File: config.mk
export PLATFORM = sky130hd
export DESIGN_NAME = cfg_ctrl
export DESIGN_NICKNAME = d
export VERILOG_FILES = /design/src/hdl/cfg_ctrl_pkg.sv /design/src/hdl/cfg_front_end.sv /design/src/hdl/cfg_axil_master.sv /design/src/hdl/cfg_target_decode.sv /design/src/hdl/cfg_local_regs.sv /design/src/hdl/cfg_ctrl.sv
export SDC_FILE = /design/constraint.sdc
export NUM_CORES = 1
export LEC_CHECK = 0
export BUFFER_PORTS_ARGS = -buffer_cell sky130_fd_sc_hd__buf_4
export CAP_MARGIN = 20
export CORE_MARGIN = 2
export CORE_UTILIZATION = 40
export CTS_CLUSTER_DIAMETER = 50
export DETAILED_ROUTE_END_ITERATION = 8
export PLACE_DENSITY = 0.66
export SLEW_MARGIN = 0
export SYNTH_ARGS = -nofsm -noshare
export SYNTH_HDL_FRONTEND = slang
export SYNTH_SLANG_ARGS = --single-unit
export TNS_END_PERCENT = 100
File: constraint.sdc
create_clock -name axi_clk -period 5.8 [get_ports axi_clk]
set_clock_uncertainty 0.2 [all_clocks]
set_input_delay 0 -clock axi_clk [delete_from_list [all_inputs] [get_ports axi_clk]]
set_output_delay 0 -clock axi_clk [all_outputs]
set_load 0.01 [all_outputs]
File: src/hdl/cfg_ctrl_pkg.sv
package cfg_ctrl_pkg;

	//////////////////////////////////////////////////////////////
	// Widths
	//////////////////////////////////////////////////////////////
	localparam int DATA_W     = 32;
	localparam int ADDR_W     = 32;
	localparam int MST_ADDR_W = 15;    // Low address bits seen by subsystems
	localparam int LOC_ADDR_W = 12;    // Offset inside one 4 KB page
	localparam int PAGE_W     = 20;
	localparam int STRB_W     = 4;
	localparam int PRJ_SEL_W  = 5;

	//////////////////////////////////////////////////////////////
	// Page map, address bits 31:12
	//////////////////////////////////////////////////////////////
	localparam logic [PAGE_W-1:0] PAGE_UP  = 20'h30000;    // User project
	localparam logic [PAGE_W-1:0] PAGE_LA  = 20'h30001;    // Logic analyzer
	localparam logic [PAGE_W-1:0] PAGE_AA  = 20'h30002;    // Axis-axilite
	localparam logic [PAGE_W-1:0] PAGE_IS  = 20'h30003;    // IO serdes
	localparam logic [PAGE_W-1:0] PAGE_LOC = 20'h30004;    // Local registers

	// Writes complete and reads return all ones in this range
	localparam logic [PAGE_W-1:0] PAGE_UNMAP_FIRST = 20'h30005;
	localparam logic [PAGE_W-1:0] PAGE_UNMAP_LAST  = 20'h3FFFF;

	localparam logic [DATA_W-1:0] UNMAPPED_RDATA = '1;
	localparam logic [STRB_W-1:0] FULL_STRB      = '1;

	//////////////////////////////////////////////////////////////
	// Structs
	//////////////////////////////////////////////////////////////
	// Front end to master
	typedef struct packed {
		logic              req;
		logic              rw;       // 1 = write
		logic [ADDR_W-1:0] addr;
		logic [DATA_W-1:0] wdata;
	} cfg_req_t;

	// AXI-Lite master outputs
	typedef struct packed {
		logic                  awvalid;
		logic [MST_ADDR_W-1:0] awaddr;
		logic                  wvalid;
		logic [DATA_W-1:0]     wdata;
		logic [STRB_W-1:0]     wstrb;
		logic                  arvalid;
		logic [MST_ADDR_W-1:0] araddr;
		logic                  rready;
	} axil_mst_t;

	// One slave's answer, no B channel
	typedef struct packed {
		logic              awready;
		logic              wready;
		logic              arready;
		logic [DATA_W-1:0] rdata;
		logic              rvalid;
	} axil_rsp_t;

	typedef struct packed {
		logic up;
		logic la;
		logic aa;
		logic is;
		logic loc;
		logic unmap;
	} cfg_sel_t;

	//////////////////////////////////////////////////////////////
	// FSM states
	//////////////////////////////////////////////////////////////
	typedef enum logic [2:0] {
		FE_IDLE, FE_RD_WAIT, FE_RD_HOLD, FE_WR_DATA, FE_WR_WAIT
	} front_state_e;

	typedef enum logic [2:0] {
		MS_IDLE, MS_RD_ADDR, MS_RD_DATA, MS_WR_BOTH, MS_WR_DATA
	} mst_state_e;

	typedef enum logic [2:0] {
		LR_IDLE, LR_RD_RESP, LR_RD_HOLD, LR_WR_DATA, LR_WR_COMMIT
	} loc_state_e;

endpackage

File: src/hdl/cfg_front_end.sv
`timescale 1ns/1ps

module cfg_front_end
	import cfg_ctrl_pkg::*;
(
	input  logic              axi_clk,
	input  logic              axi_reset_n,

	// Configuration port
	input  logic              aa_awvalid_i,
	input  logic [ADDR_W-1:0] aa_awaddr_i,
	input  logic              aa_wvalid_i,
	input  logic [DATA_W-1:0] aa_wdata_i,
	input  logic              aa_arvalid_i,
	input  logic [ADDR_W-1:0] aa_araddr_i,
	input  logic              aa_rready_i,
	output logic              aa_awready_o,
	output logic              aa_wready_o,
	output logic              aa_arready_o,
	output logic [DATA_W-1:0] aa_rdata_o,
	output logic              aa_rvalid_o,

	// Request to the master
	output cfg_req_t          req_o,
	input  logic              done_i,
	input  logic [DATA_W-1:0] rdata_i
);

	front_state_e state;

	//////////////////////////////////////////////////////////////
	// Port FSM
	//////////////////////////////////////////////////////////////
	always_ff @(posedge axi_clk or negedge axi_reset_n) begin
		if (!axi_reset_n) begin
			state        <= FE_IDLE;
			req_o        <= '0;
			aa_awready_o <= 1'b0;
			aa_wready_o  <= 1'b0;
			aa_arready_o <= 1'b0;
			aa_rdata_o   <= '0;
			aa_rvalid_o  <= 1'b0;
		end else begin
			case (state)
				FE_IDLE: begin
					aa_wready_o <= 1'b0;    // End of the write completion pulse
					if (aa_awvalid_i) begin    // Writes win a tie
						aa_awready_o <= 1'b1;
						req_o.addr   <= aa_awaddr_i;
						state        <= FE_WR_DATA;
					end else if (aa_arvalid_i) begin
						aa_arready_o <= 1'b1;
						req_o.addr   <= aa_araddr_i;
						req_o.rw     <= 1'b0;
						req_o.req    <= 1'b1;
						state        <= FE_RD_WAIT;
					end
				end
				FE_RD_WAIT: begin
					aa_arready_o <= 1'b0;
					// Request stays up while rready is held low
					if (done_i && aa_rready_i) begin
						aa_rdata_o  <= rdata_i;
						aa_rvalid_o <= 1'b1;
						req_o.req   <= 1'b0;
						req_o.addr  <= '0;
						state       <= FE_RD_HOLD;
					end
				end
				FE_RD_HOLD: begin
					if (aa_rready_i) begin
						aa_rdata_o  <= '0;
						aa_rvalid_o <= 1'b0;
						state       <= FE_IDLE;
					end
				end
				FE_WR_DATA: begin
					aa_awready_o <= 1'b0;
					if (aa_wvalid_i) begin
						req_o.wdata <= aa_wdata_i;
						req_o.rw    <= 1'b1;
						req_o.req   <= 1'b1;
						state       <= FE_WR_WAIT;
					end
				end
				FE_WR_WAIT: begin
					if (done_i) begin
						aa_wready_o <= 1'b1;    // Marks write completion
						req_o.req   <= 1'b0;
						req_o.addr  <= '0;
						state       <= FE_IDLE;
					end
				end
				default: state <= FE_IDLE;
			endcase
		end
	end

endmodule

File: src/hdl/cfg_axil_master.sv
`timescale 1ns/1ps

module cfg_axil_master
	import cfg_ctrl_pkg::*;
(
	input  logic              axi_clk,
	input  logic              axi_reset_n,

	input  cfg_req_t          req_i,
	output logic              done_o,
	output logic [DATA_W-1:0] rdata_o,

	output axil_mst_t         mst_o,
	input  axil_rsp_t         rsp_i
);

	mst_state_e state;
	logic       aw_ok;    // Address side finished, now or earlier
	logic       w_ok;

	assign aw_ok = rsp_i.awready || !mst_o.awvalid;
	assign w_ok  = rsp_i.wready || !mst_o.wvalid;

	//////////////////////////////////////////////////////////////
	// Master FSM
	//////////////////////////////////////////////////////////////
	always_ff @(posedge axi_clk or negedge axi_reset_n) begin
		if (!axi_reset_n) begin
			state  <= MS_IDLE;
			done_o <= 1'b0;
			mst_o  <= '0;
		end else begin
			case (state)
				MS_IDLE: begin
					if (!req_i.req) begin
						done_o <= 1'b0;    // Request withdrawn, ready for the next
					end else if (!done_o) begin
						if (req_i.rw) begin
							mst_o.awvalid <= 1'b1;
							mst_o.awaddr  <= req_i.addr[MST_ADDR_W-1:0];
							mst_o.wvalid  <= 1'b1;
							mst_o.wdata   <= req_i.wdata;
							mst_o.wstrb   <= FULL_STRB;
							state         <= MS_WR_BOTH;
						end else begin
							mst_o.arvalid <= 1'b1;
							mst_o.araddr  <= req_i.addr[MST_ADDR_W-1:0];
							mst_o.rready  <= 1'b1;
							state         <= MS_RD_ADDR;
						end
					end
				end
				MS_RD_ADDR: begin
					if (rsp_i.arready) begin
						mst_o.arvalid <= 1'b0;
						mst_o.araddr  <= '0;
						if (rsp_i.rvalid) begin    // Data with the address ready
							mst_o.rready <= 1'b0;
							done_o       <= 1'b1;
							state        <= MS_IDLE;
						end else begin
							state <= MS_RD_DATA;
						end
					end
				end
				MS_RD_DATA: begin
					if (rsp_i.rvalid) begin
						mst_o.rready <= 1'b0;
						done_o       <= 1'b1;
						state        <= MS_IDLE;
					end
				end
				MS_WR_BOTH: begin
					if (aw_ok && w_ok) begin
						mst_o.awvalid <= 1'b0;
						mst_o.awaddr  <= '0;
						mst_o.wvalid  <= 1'b0;
						mst_o.wdata   <= '0;
						mst_o.wstrb   <= '0;
						done_o        <= 1'b1;
						state         <= MS_IDLE;
					end else if (aw_ok) begin
						mst_o.awvalid <= 1'b0;
						mst_o.awaddr  <= '0;
						state         <= MS_WR_DATA;
					end else if (w_ok) begin
						mst_o.wvalid <= 1'b0;    // Data taken first, wait for address
					end
				end
				MS_WR_DATA: begin
					if (rsp_i.wready) begin
						mst_o.wvalid <= 1'b0;
						mst_o.wdata  <= '0;
						mst_o.wstrb  <= '0;
						done_o       <= 1'b1;
						state        <= MS_IDLE;
					end
				end
				default: state <= MS_IDLE;
			endcase
		end
	end

	// Read data capture, same cycle that sets done
	always_ff @(posedge axi_clk) begin
		if (mst_o.rready && rsp_i.rvalid)
			rdata_o <= rsp_i.rdata;
	end

endmodule

File: src/hdl/cfg_target_decode.sv
`timescale 1ns/1ps

module cfg_target_decode
	import cfg_ctrl_pkg::*;
(
	input  logic [ADDR_W-1:0] addr_i,
	input  axil_mst_t         mst_i,
	input  axil_rsp_t         rsp_up_i,
	input  axil_rsp_t         rsp_la_i,
	input  axil_rsp_t         rsp_aa_i,
	input  axil_rsp_t         rsp_is_i,
	input  axil_rsp_t         rsp_loc_i,
	output cfg_sel_t          sel_o,
	output axil_rsp_t         rsp_o
);

	logic [PAGE_W-1:0] page;
	axil_rsp_t         rsp_unmap;

	function automatic axil_rsp_t gate(input axil_rsp_t rsp, input logic en);
		gate = rsp & {$bits(axil_rsp_t){en}};
	endfunction

	assign page = addr_i[ADDR_W-1:LOC_ADDR_W];

	//////////////////////////////////////////////////////////////
	// Page decode, at most one enable
	//////////////////////////////////////////////////////////////
	always_comb begin
		sel_o       = '0;
		sel_o.up    = (page == PAGE_UP);
		sel_o.la    = (page == PAGE_LA);
		sel_o.aa    = (page == PAGE_AA);
		sel_o.is    = (page == PAGE_IS);
		sel_o.loc   = (page == PAGE_LOC);
		sel_o.unmap = (page >= PAGE_UNMAP_FIRST) && (page <= PAGE_UNMAP_LAST);
	end

	// Unmapped responder accepts everything at once
	assign rsp_unmap = '{
		awready: mst_i.awvalid,
		wready:  mst_i.wvalid,
		arready: mst_i.arvalid,
		rdata:   UNMAPPED_RDATA,
		rvalid:  mst_i.arvalid
	};

	//////////////////////////////////////////////////////////////
	// Response mux
	//////////////////////////////////////////////////////////////
	assign rsp_o = gate(rsp_up_i, sel_o.up)
	             | gate(rsp_la_i, sel_o.la)
	             | gate(rsp_aa_i, sel_o.aa)
	             | gate(rsp_is_i, sel_o.is)
	             | gate(rsp_loc_i, sel_o.loc)
	             | gate(rsp_unmap, sel_o.unmap);

endmodule

File: src/hdl/cfg_local_regs.sv
`timescale 1ns/1ps

module cfg_local_regs
	import cfg_ctrl_pkg::*;
(
	input  logic                 axi_clk,
	input  logic                 axi_reset_n,
	input  logic                 enable_i,
	input  axil_mst_t            mst_i,
	output axil_rsp_t            rsp_o,
	output logic [PRJ_SEL_W-1:0] user_prj_sel_o
);

	loc_state_e            state;
	logic                  awready_q;
	logic                  wready_q;
	logic                  arready_q;
	logic                  rvalid_q;
	logic [DATA_W-1:0]     rdata_q;
	logic [LOC_ADDR_W-1:0] offset;
	logic [DATA_W-1:0]     wdata_q;

	assign rsp_o = '{
		awready: awready_q,
		wready:  wready_q,
		arready: arready_q,
		rdata:   rdata_q,
		rvalid:  rvalid_q
	};

	//////////////////////////////////////////////////////////////
	// Slave FSM
	//////////////////////////////////////////////////////////////
	always_ff @(posedge axi_clk or negedge axi_reset_n) begin
		if (!axi_reset_n) begin
			state          <= LR_IDLE;
			awready_q      <= 1'b0;
			wready_q       <= 1'b0;
			arready_q      <= 1'b0;
			rvalid_q       <= 1'b0;
			user_prj_sel_o <= '0;
		end else if (!enable_i) begin    // Page not addressed, stay idle
			state     <= LR_IDLE;
			awready_q <= 1'b0;
			wready_q  <= 1'b0;
			arready_q <= 1'b0;
			rvalid_q  <= 1'b0;
		end else begin
			case (state)
				LR_IDLE: begin
					if (mst_i.arvalid) begin
						arready_q <= 1'b1;
						state     <= LR_RD_RESP;
					end else if (mst_i.awvalid && mst_i.wvalid) begin
						awready_q <= 1'b1;
						wready_q  <= 1'b1;
						state     <= LR_WR_COMMIT;
					end else if (mst_i.awvalid) begin
						awready_q <= 1'b1;
						state     <= LR_WR_DATA;
					end
				end
				LR_RD_RESP: begin
					arready_q <= 1'b0;
					rvalid_q  <= 1'b1;
					state     <= LR_RD_HOLD;
				end
				LR_RD_HOLD: begin
					if (mst_i.rready) begin
						rvalid_q <= 1'b0;
						state    <= LR_IDLE;
					end
				end
				LR_WR_DATA: begin
					awready_q <= 1'b0;
					if (mst_i.wvalid) begin
						wready_q <= 1'b1;
						state    <= LR_WR_COMMIT;
					end
				end
				LR_WR_COMMIT: begin
					awready_q <= 1'b0;
					wready_q  <= 1'b0;
					if (offset == '0)
						user_prj_sel_o <= wdata_q[PRJ_SEL_W-1:0];    // Other offsets dropped
					state <= LR_IDLE;
				end
				default: state <= LR_IDLE;
			endcase
		end
	end

	// Offset, write data and read data
	always_ff @(posedge axi_clk) begin
		if (state == LR_IDLE) begin
			if (mst_i.arvalid)
				offset <= mst_i.araddr[LOC_ADDR_W-1:0];
			else if (mst_i.awvalid)
				offset <= mst_i.awaddr[LOC_ADDR_W-1:0];
		end
		if (mst_i.wvalid && (state == LR_IDLE || state == LR_WR_DATA))
			wdata_q <= mst_i.wdata;
		if (state == LR_RD_RESP)
			rdata_q <= (offset == '0) ? {{(DATA_W-PRJ_SEL_W){1'b0}}, user_prj_sel_o}
			                          : UNMAPPED_RDATA;
	end

endmodule

File: src/hdl/cfg_ctrl.sv
`timescale 1ns/1ps

module cfg_ctrl
	import cfg_ctrl_pkg::*;
(
	input  logic                 axi_clk,
	input  logic                 axi_reset_n,

	// Configuration port
	input  logic                 aa_awvalid_i,
	input  logic [ADDR_W-1:0]    aa_awaddr_i,
	input  logic                 aa_wvalid_i,
	input  logic [DATA_W-1:0]    aa_wdata_i,
	input  logic                 aa_arvalid_i,
	input  logic [ADDR_W-1:0]    aa_araddr_i,
	input  logic                 aa_rready_i,
	output logic                 aa_awready_o,
	output logic                 aa_wready_o,
	output logic                 aa_arready_o,
	output logic [DATA_W-1:0]    aa_rdata_o,
	output logic                 aa_rvalid_o,

	// AXI-Lite master to the subsystems
	output axil_mst_t            mst_o,
	input  axil_rsp_t            rsp_up_i,
	input  axil_rsp_t            rsp_la_i,
	input  axil_rsp_t            rsp_aa_i,
	input  axil_rsp_t            rsp_is_i,

	// Target selection
	output logic                 cc_up_enable_o,
	output logic                 cc_la_enable_o,
	output logic                 cc_aa_enable_o,
	output logic                 cc_is_enable_o,
	output logic [PRJ_SEL_W-1:0] user_prj_sel_o
);

	cfg_req_t          req;
	logic              done;
	logic [DATA_W-1:0] mst_rdata;
	axil_rsp_t         rsp;        // Merged response to the master
	axil_rsp_t         rsp_loc;
	cfg_sel_t          sel;

	assign cc_up_enable_o = sel.up;
	assign cc_la_enable_o = sel.la;
	assign cc_aa_enable_o = sel.aa;
	assign cc_is_enable_o = sel.is;

	cfg_front_end u_front_end (
		.axi_clk      (axi_clk),
		.axi_reset_n  (axi_reset_n),
		.aa_awvalid_i (aa_awvalid_i),
		.aa_awaddr_i  (aa_awaddr_i),
		.aa_wvalid_i  (aa_wvalid_i),
		.aa_wdata_i   (aa_wdata_i),
		.aa_arvalid_i (aa_arvalid_i),
		.aa_araddr_i  (aa_araddr_i),
		.aa_rready_i  (aa_rready_i),
		.aa_awready_o (aa_awready_o),
		.aa_wready_o  (aa_wready_o),
		.aa_arready_o (aa_arready_o),
		.aa_rdata_o   (aa_rdata_o),
		.aa_rvalid_o  (aa_rvalid_o),
		.req_o        (req),
		.done_i       (done),
		.rdata_i      (mst_rdata)
	);

	cfg_axil_master u_master (
		.axi_clk     (axi_clk),
		.axi_reset_n (axi_reset_n),
		.req_i       (req),
		.done_o      (done),
		.rdata_o     (mst_rdata),
		.mst_o       (mst_o),
		.rsp_i       (rsp)
	);

	cfg_target_decode u_decode (
		.addr_i    (req.addr),
		.mst_i     (mst_o),
		.rsp_up_i  (rsp_up_i),
		.rsp_la_i  (rsp_la_i),
		.rsp_aa_i  (rsp_aa_i),
		.rsp_is_i  (rsp_is_i),
		.rsp_loc_i (rsp_loc),
		.sel_o     (sel),
		.rsp_o     (rsp)
	);

	cfg_local_regs u_local_regs (
		.axi_clk        (axi_clk),
		.axi_reset_n    (axi_reset_n),
		.enable_i       (sel.loc),
		.mst_i          (mst_o),
		.rsp_o          (rsp_loc),
		.user_prj_sel_o (user_prj_sel_o)
	);

endmodule

==> run summary <==
SYNTHESIS
----------------------------------------------------------------------------------------
Top cell type by total area after synthesis                                      dfrtp_1
Largest cells by area after synthesis                                       dfrtp_1 (43%), edfxtp_1 (15%), nand2_1 (5.6%)
Cells after Synth                                                                    944
Mean cell area of the mapped netlist                                           11.7 um^2
Commonest cells in the netlist                                              dfrtp_1 (188), nand2_1 (165), edfxtp_1 (55)
Net Count, Synth                                                                    1190
Number of unique standard cell types used by synthesis                                68
Area share of the largest cell type after synthesis                                0.426
Top FF cell, synth                                                               dfrtp_1
Number of enable flip-flop cells after synthesis                                      55
Post-synth design cell area                                                   11000 um^2
Yosys warns                                                                            0
#FFs+latches synth                                                                   243
Register area share after synthesis                                                0.576
Most common cell in the netlist                                                  dfrtp_1
Async set-reset flop share out of synthesis                                        0.774

DRT
----------------------------------------------------------------------------------------
Via/cell ratio                                                                      5.43
Vias                                                                                9878
WL final                                                                         36.1 mm
Number of DRC markers after the initial detailed-route iteration                     714
Number of iterations in the first detailed-routing pass                                5
Remaining antenna violation count                                                      0
Number of remaining DRC errors                                                         0
Routed wire length per instance                                                  19.8 um

STA
----------------------------------------------------------------------------------------
Final Hold Viols                                                                       0
Transition time at the pin with the least slew margin                            1.10 ns
Crit path setup slack, layout                                                    2.11 ns
Portion of the clock cycle consumed by the worst path in the final layout          0.636
Final setup fails                                                                      0
Clock period minus final worst setup slack                                       3.69 ns
Worst-case headroom to the max-slew limit                                          0.267
Max frequency                                                                    271 MHz
Number of pins exceeding their max-slew limit in the final report                      0
TNS Setup                                                                           0 ns
Setup repair after global routing missed its margin                                   no

GRT
----------------------------------------------------------------------------------------
Number of antenna violations at the first check in global routing                      2
Overflow after GRT                                                                     0
Overall fraction of global-route tracks in use                                     0.243
Global-route wire length before repair                                           54.9 mm
Maximum number of pins on one net before global-route repair                          75
Vias in the first global route                                                     10100

CRITICAL PATH
----------------------------------------------------------------------------------------
Crit-path max cell delay                                                         0.81 ns
Critical path start-end classification                                        reg -> reg
Max Fanout on Critical Path                                                           27
Arrival time of data at the critical path endpoint                               3.74 ns
Cell-by-cell listing of the critical path                                   nor2_1 -> nand3_1 -> a31oi_4 -> a21o_1 -> a221o_1 -> a221o_1 -> dlygate4sd3_1
Library cell contributing the largest single delay on the critical path          dfrtp_1
Cell occurring most often along the worst timing path                            a221o_1
Data required time at the worst endpoint                                         5.85 ns
Sort of element at the end of the critical path                                flip-flop
Reg-to-reg setup timing slack                                                    2.11 ns
Kind of start point of the critical path                                       flip-flop

CLOCKING
----------------------------------------------------------------------------------------
Post-cts sizing count                                                                  0
CTS tree                                                                            done
CTS HTree Levels                                                                       2
Insertion delay of the later-clocked pin in the worst-skew pair                  0.52 ns
CTS Root Cell                                                                  clkbuf_16
Buffers inserted by post-CTS timing repair                                             0
CTS sink count                                                                       243
Number of buffers created by CTS                                                      36
Buffer levels on the longest clock path                                                3
Clock Pin Slew Worst Setup and Hold Paths                                        0.06 ns

FINISH
----------------------------------------------------------------------------------------
Fraction of final layout cells sized beyond drive strength 1                       0.346
Area growth from synthesis to final layout                                         52.9%
Final net count                                                                     1695

DIE
----------------------------------------------------------------------------------------
I/O pin count                                                                        361
Die outline height                                                                170 um
Floorplan Core Area                                                           27000 um^2
Horiz. Die Dim                                                                    170 um
Starting density of the core                                                       0.408
Site Rows                                                                             60
Die Footprint                                                                 28900 um^2

PWR
----------------------------------------------------------------------------------------
P per Cell Area                                                              256 nW/um^2
Clock power share                                                                  0.534
Sequential share of power                                                          0.403
Sw power                                                                          918 uW
Sw frac                                                                            0.212
VDD IR max                                                                    0.000188 V
Leakage                                                                          7.84 nW
Combinational share of power                                                       0.064
Internal power consumption                                                       3.41 mW

PLACE
----------------------------------------------------------------------------------------
Worst slack after detailed placement                                             2.72 ns
Port Buffer Count                                                                    360
Post-detailed-placement half-perimeter wirelength                                23.4 mm
Routability congestion estimate from global placement                              0.885

RUN
----------------------------------------------------------------------------------------
Max-cap violation count                                                                0

HOLD PATH
----------------------------------------------------------------------------------------
Hold WC Path Type                                                              in -> reg

OUTCOME
----------------------------------------------------------------------------------------
Run status                                                                  complete, no violations

final timing paths:
kind,start,end,cells past startpoint
setup / recovery,u_front_end.req_o[45],u_master.rdata_o[19],7
hold / removal,rsp_la_i[35],u_master.state[0],5
setup reg to reg,u_front_end.req_o[45],u_master.rdata_o[19],7
hold reg to reg,u_master.rdata_o[10],u_front_end.aa_rdata_o[10],2
max in group asynchronous,axi_reset_n,u_master.mst_o[42],4
min in group asynchronous,axi_reset_n,u_master.mst_o[3],4
through the flow:
step            util  cells  hold slack, ns  instance area, um^2  power (mW)
2_1_floorplan      -    944          -0.496                11000        1.80
3_3_place_gp   0.512   1578          -0.233                13800        1.96
3_5_place_dp   0.512   1578          -0.234                13800        1.96
4_1_cts        0.624   1818        0.000290                16900        4.36
5_1_grt        0.625   1820          0.0541                16900        4.46
6_report       0.625   1820         0.00695                16900        4.33
worst max-delay path, delay by kind of cell, from the launching register on:
kind / cells / cell delay [ns]
simple gates: 2 / 0.38
compound gates: 4 / 1.46
flops: 1 / 0.81
buf+inv: 1 / 0.57
cells by family (layout without fill, tap and decap cells):
| family | after synthesis | count (layout) | share of synthesized area |
|---|---|---|---|
| buf+inv | 85 | 618 | 0.0423 |
| mux | 86 | 86 | 0.0837 |
| xor+xnor | 1 | 1 | 0.000794 |
| flops | 243 | 243 | 0.576 |
| compound gates | 267 | 267 | 0.183 |
| other cells | 0 | 2 | 0 |
| simple gates | 262 | 262 | 0.114 |
placed cells by master (no fill, tap or decap), drive strengths merged, types with 3 or more instances in the layout:
master / instances
a21o: 7
a21oi: 26
a221o: 52
a222oi: 4
a22o: 48
a31oi: 5
and3: 4
buf: 372
bufinv: 6
clkbuf: 46
clkinv: 6
dfrtp: 188
dlygate4sd3: 173
edfxtp: 55
inv: 14
mux2: 50
mux2i: 36
nand2: 165
nand2b: 5
nand3: 17
nor2: 25
nor2b: 6
nor3: 8
nor3b: 3
nor4: 8
nor4b: 3
o211ai: 4
o21ai: 64
o22ai: 3
o2bb2ai: 3
o31ai: 35
or2: 7
layout make-up:
cell class | instances | area [um^2]
Fill cell | 2137 | 10100
Multi-Input combinational cell | 616 | 4240
Sequential cell | 243 | 6360
Timing Repair Buffer | 546 | 4560
Clock inverter | 21 | 299
Inverter | 6 | 22.5
Tap cell | 341 | 427
Antenna cell | 2 | 5.00
Clock buffer | 45 | 976
timing repair:
item | CTS | global route
setup endpoints to repair | 0 | 0
hold endpoints to repair | 323 | 0
hold buffers | 174 | 0
registers in the layout, summed over array words and instances, names as in the netlist, 3 cells and up:
| signal | count |
|---|---|
| u_master.mst_o | 67 |
| u_front_end.state | 3 |
| u_master.rdata_o | 32 |
| u_master.state | 3 |
| u_front_end.aa_rdata_o | 32 |
| u_local_regs.state | 3 |
| u_front_end.req_o | 66 |
| u_local_regs.user_prj_sel_o | 5 |
| u_local_regs.offset | 12 |
| u_local_regs.rdata_q | 6 |
| u_local_regs.wdata_q | 5 |
per-layer routing:
layer,GRT usage,wire [um],up-vias
li1,-,-,4539
met1,0.305,14800,4819
met2,0.404,17300,430
met3,0.0456,2400,90
met4,0.119,1580,0
met5,0,0,-
power by group through the flow:
stage	Combinational, mW	Clock [mW]	Sequential (mW)
global route	0.294	2.42	1.74
finish	0.275	2.31	1.74
CTS	0.273	2.34	1.74
global placement	0.187	0	1.77
floorplan	0.0234	0	1.77
detailed placement	0.189	0	1.77
Power figures use the tool's default switching activity.
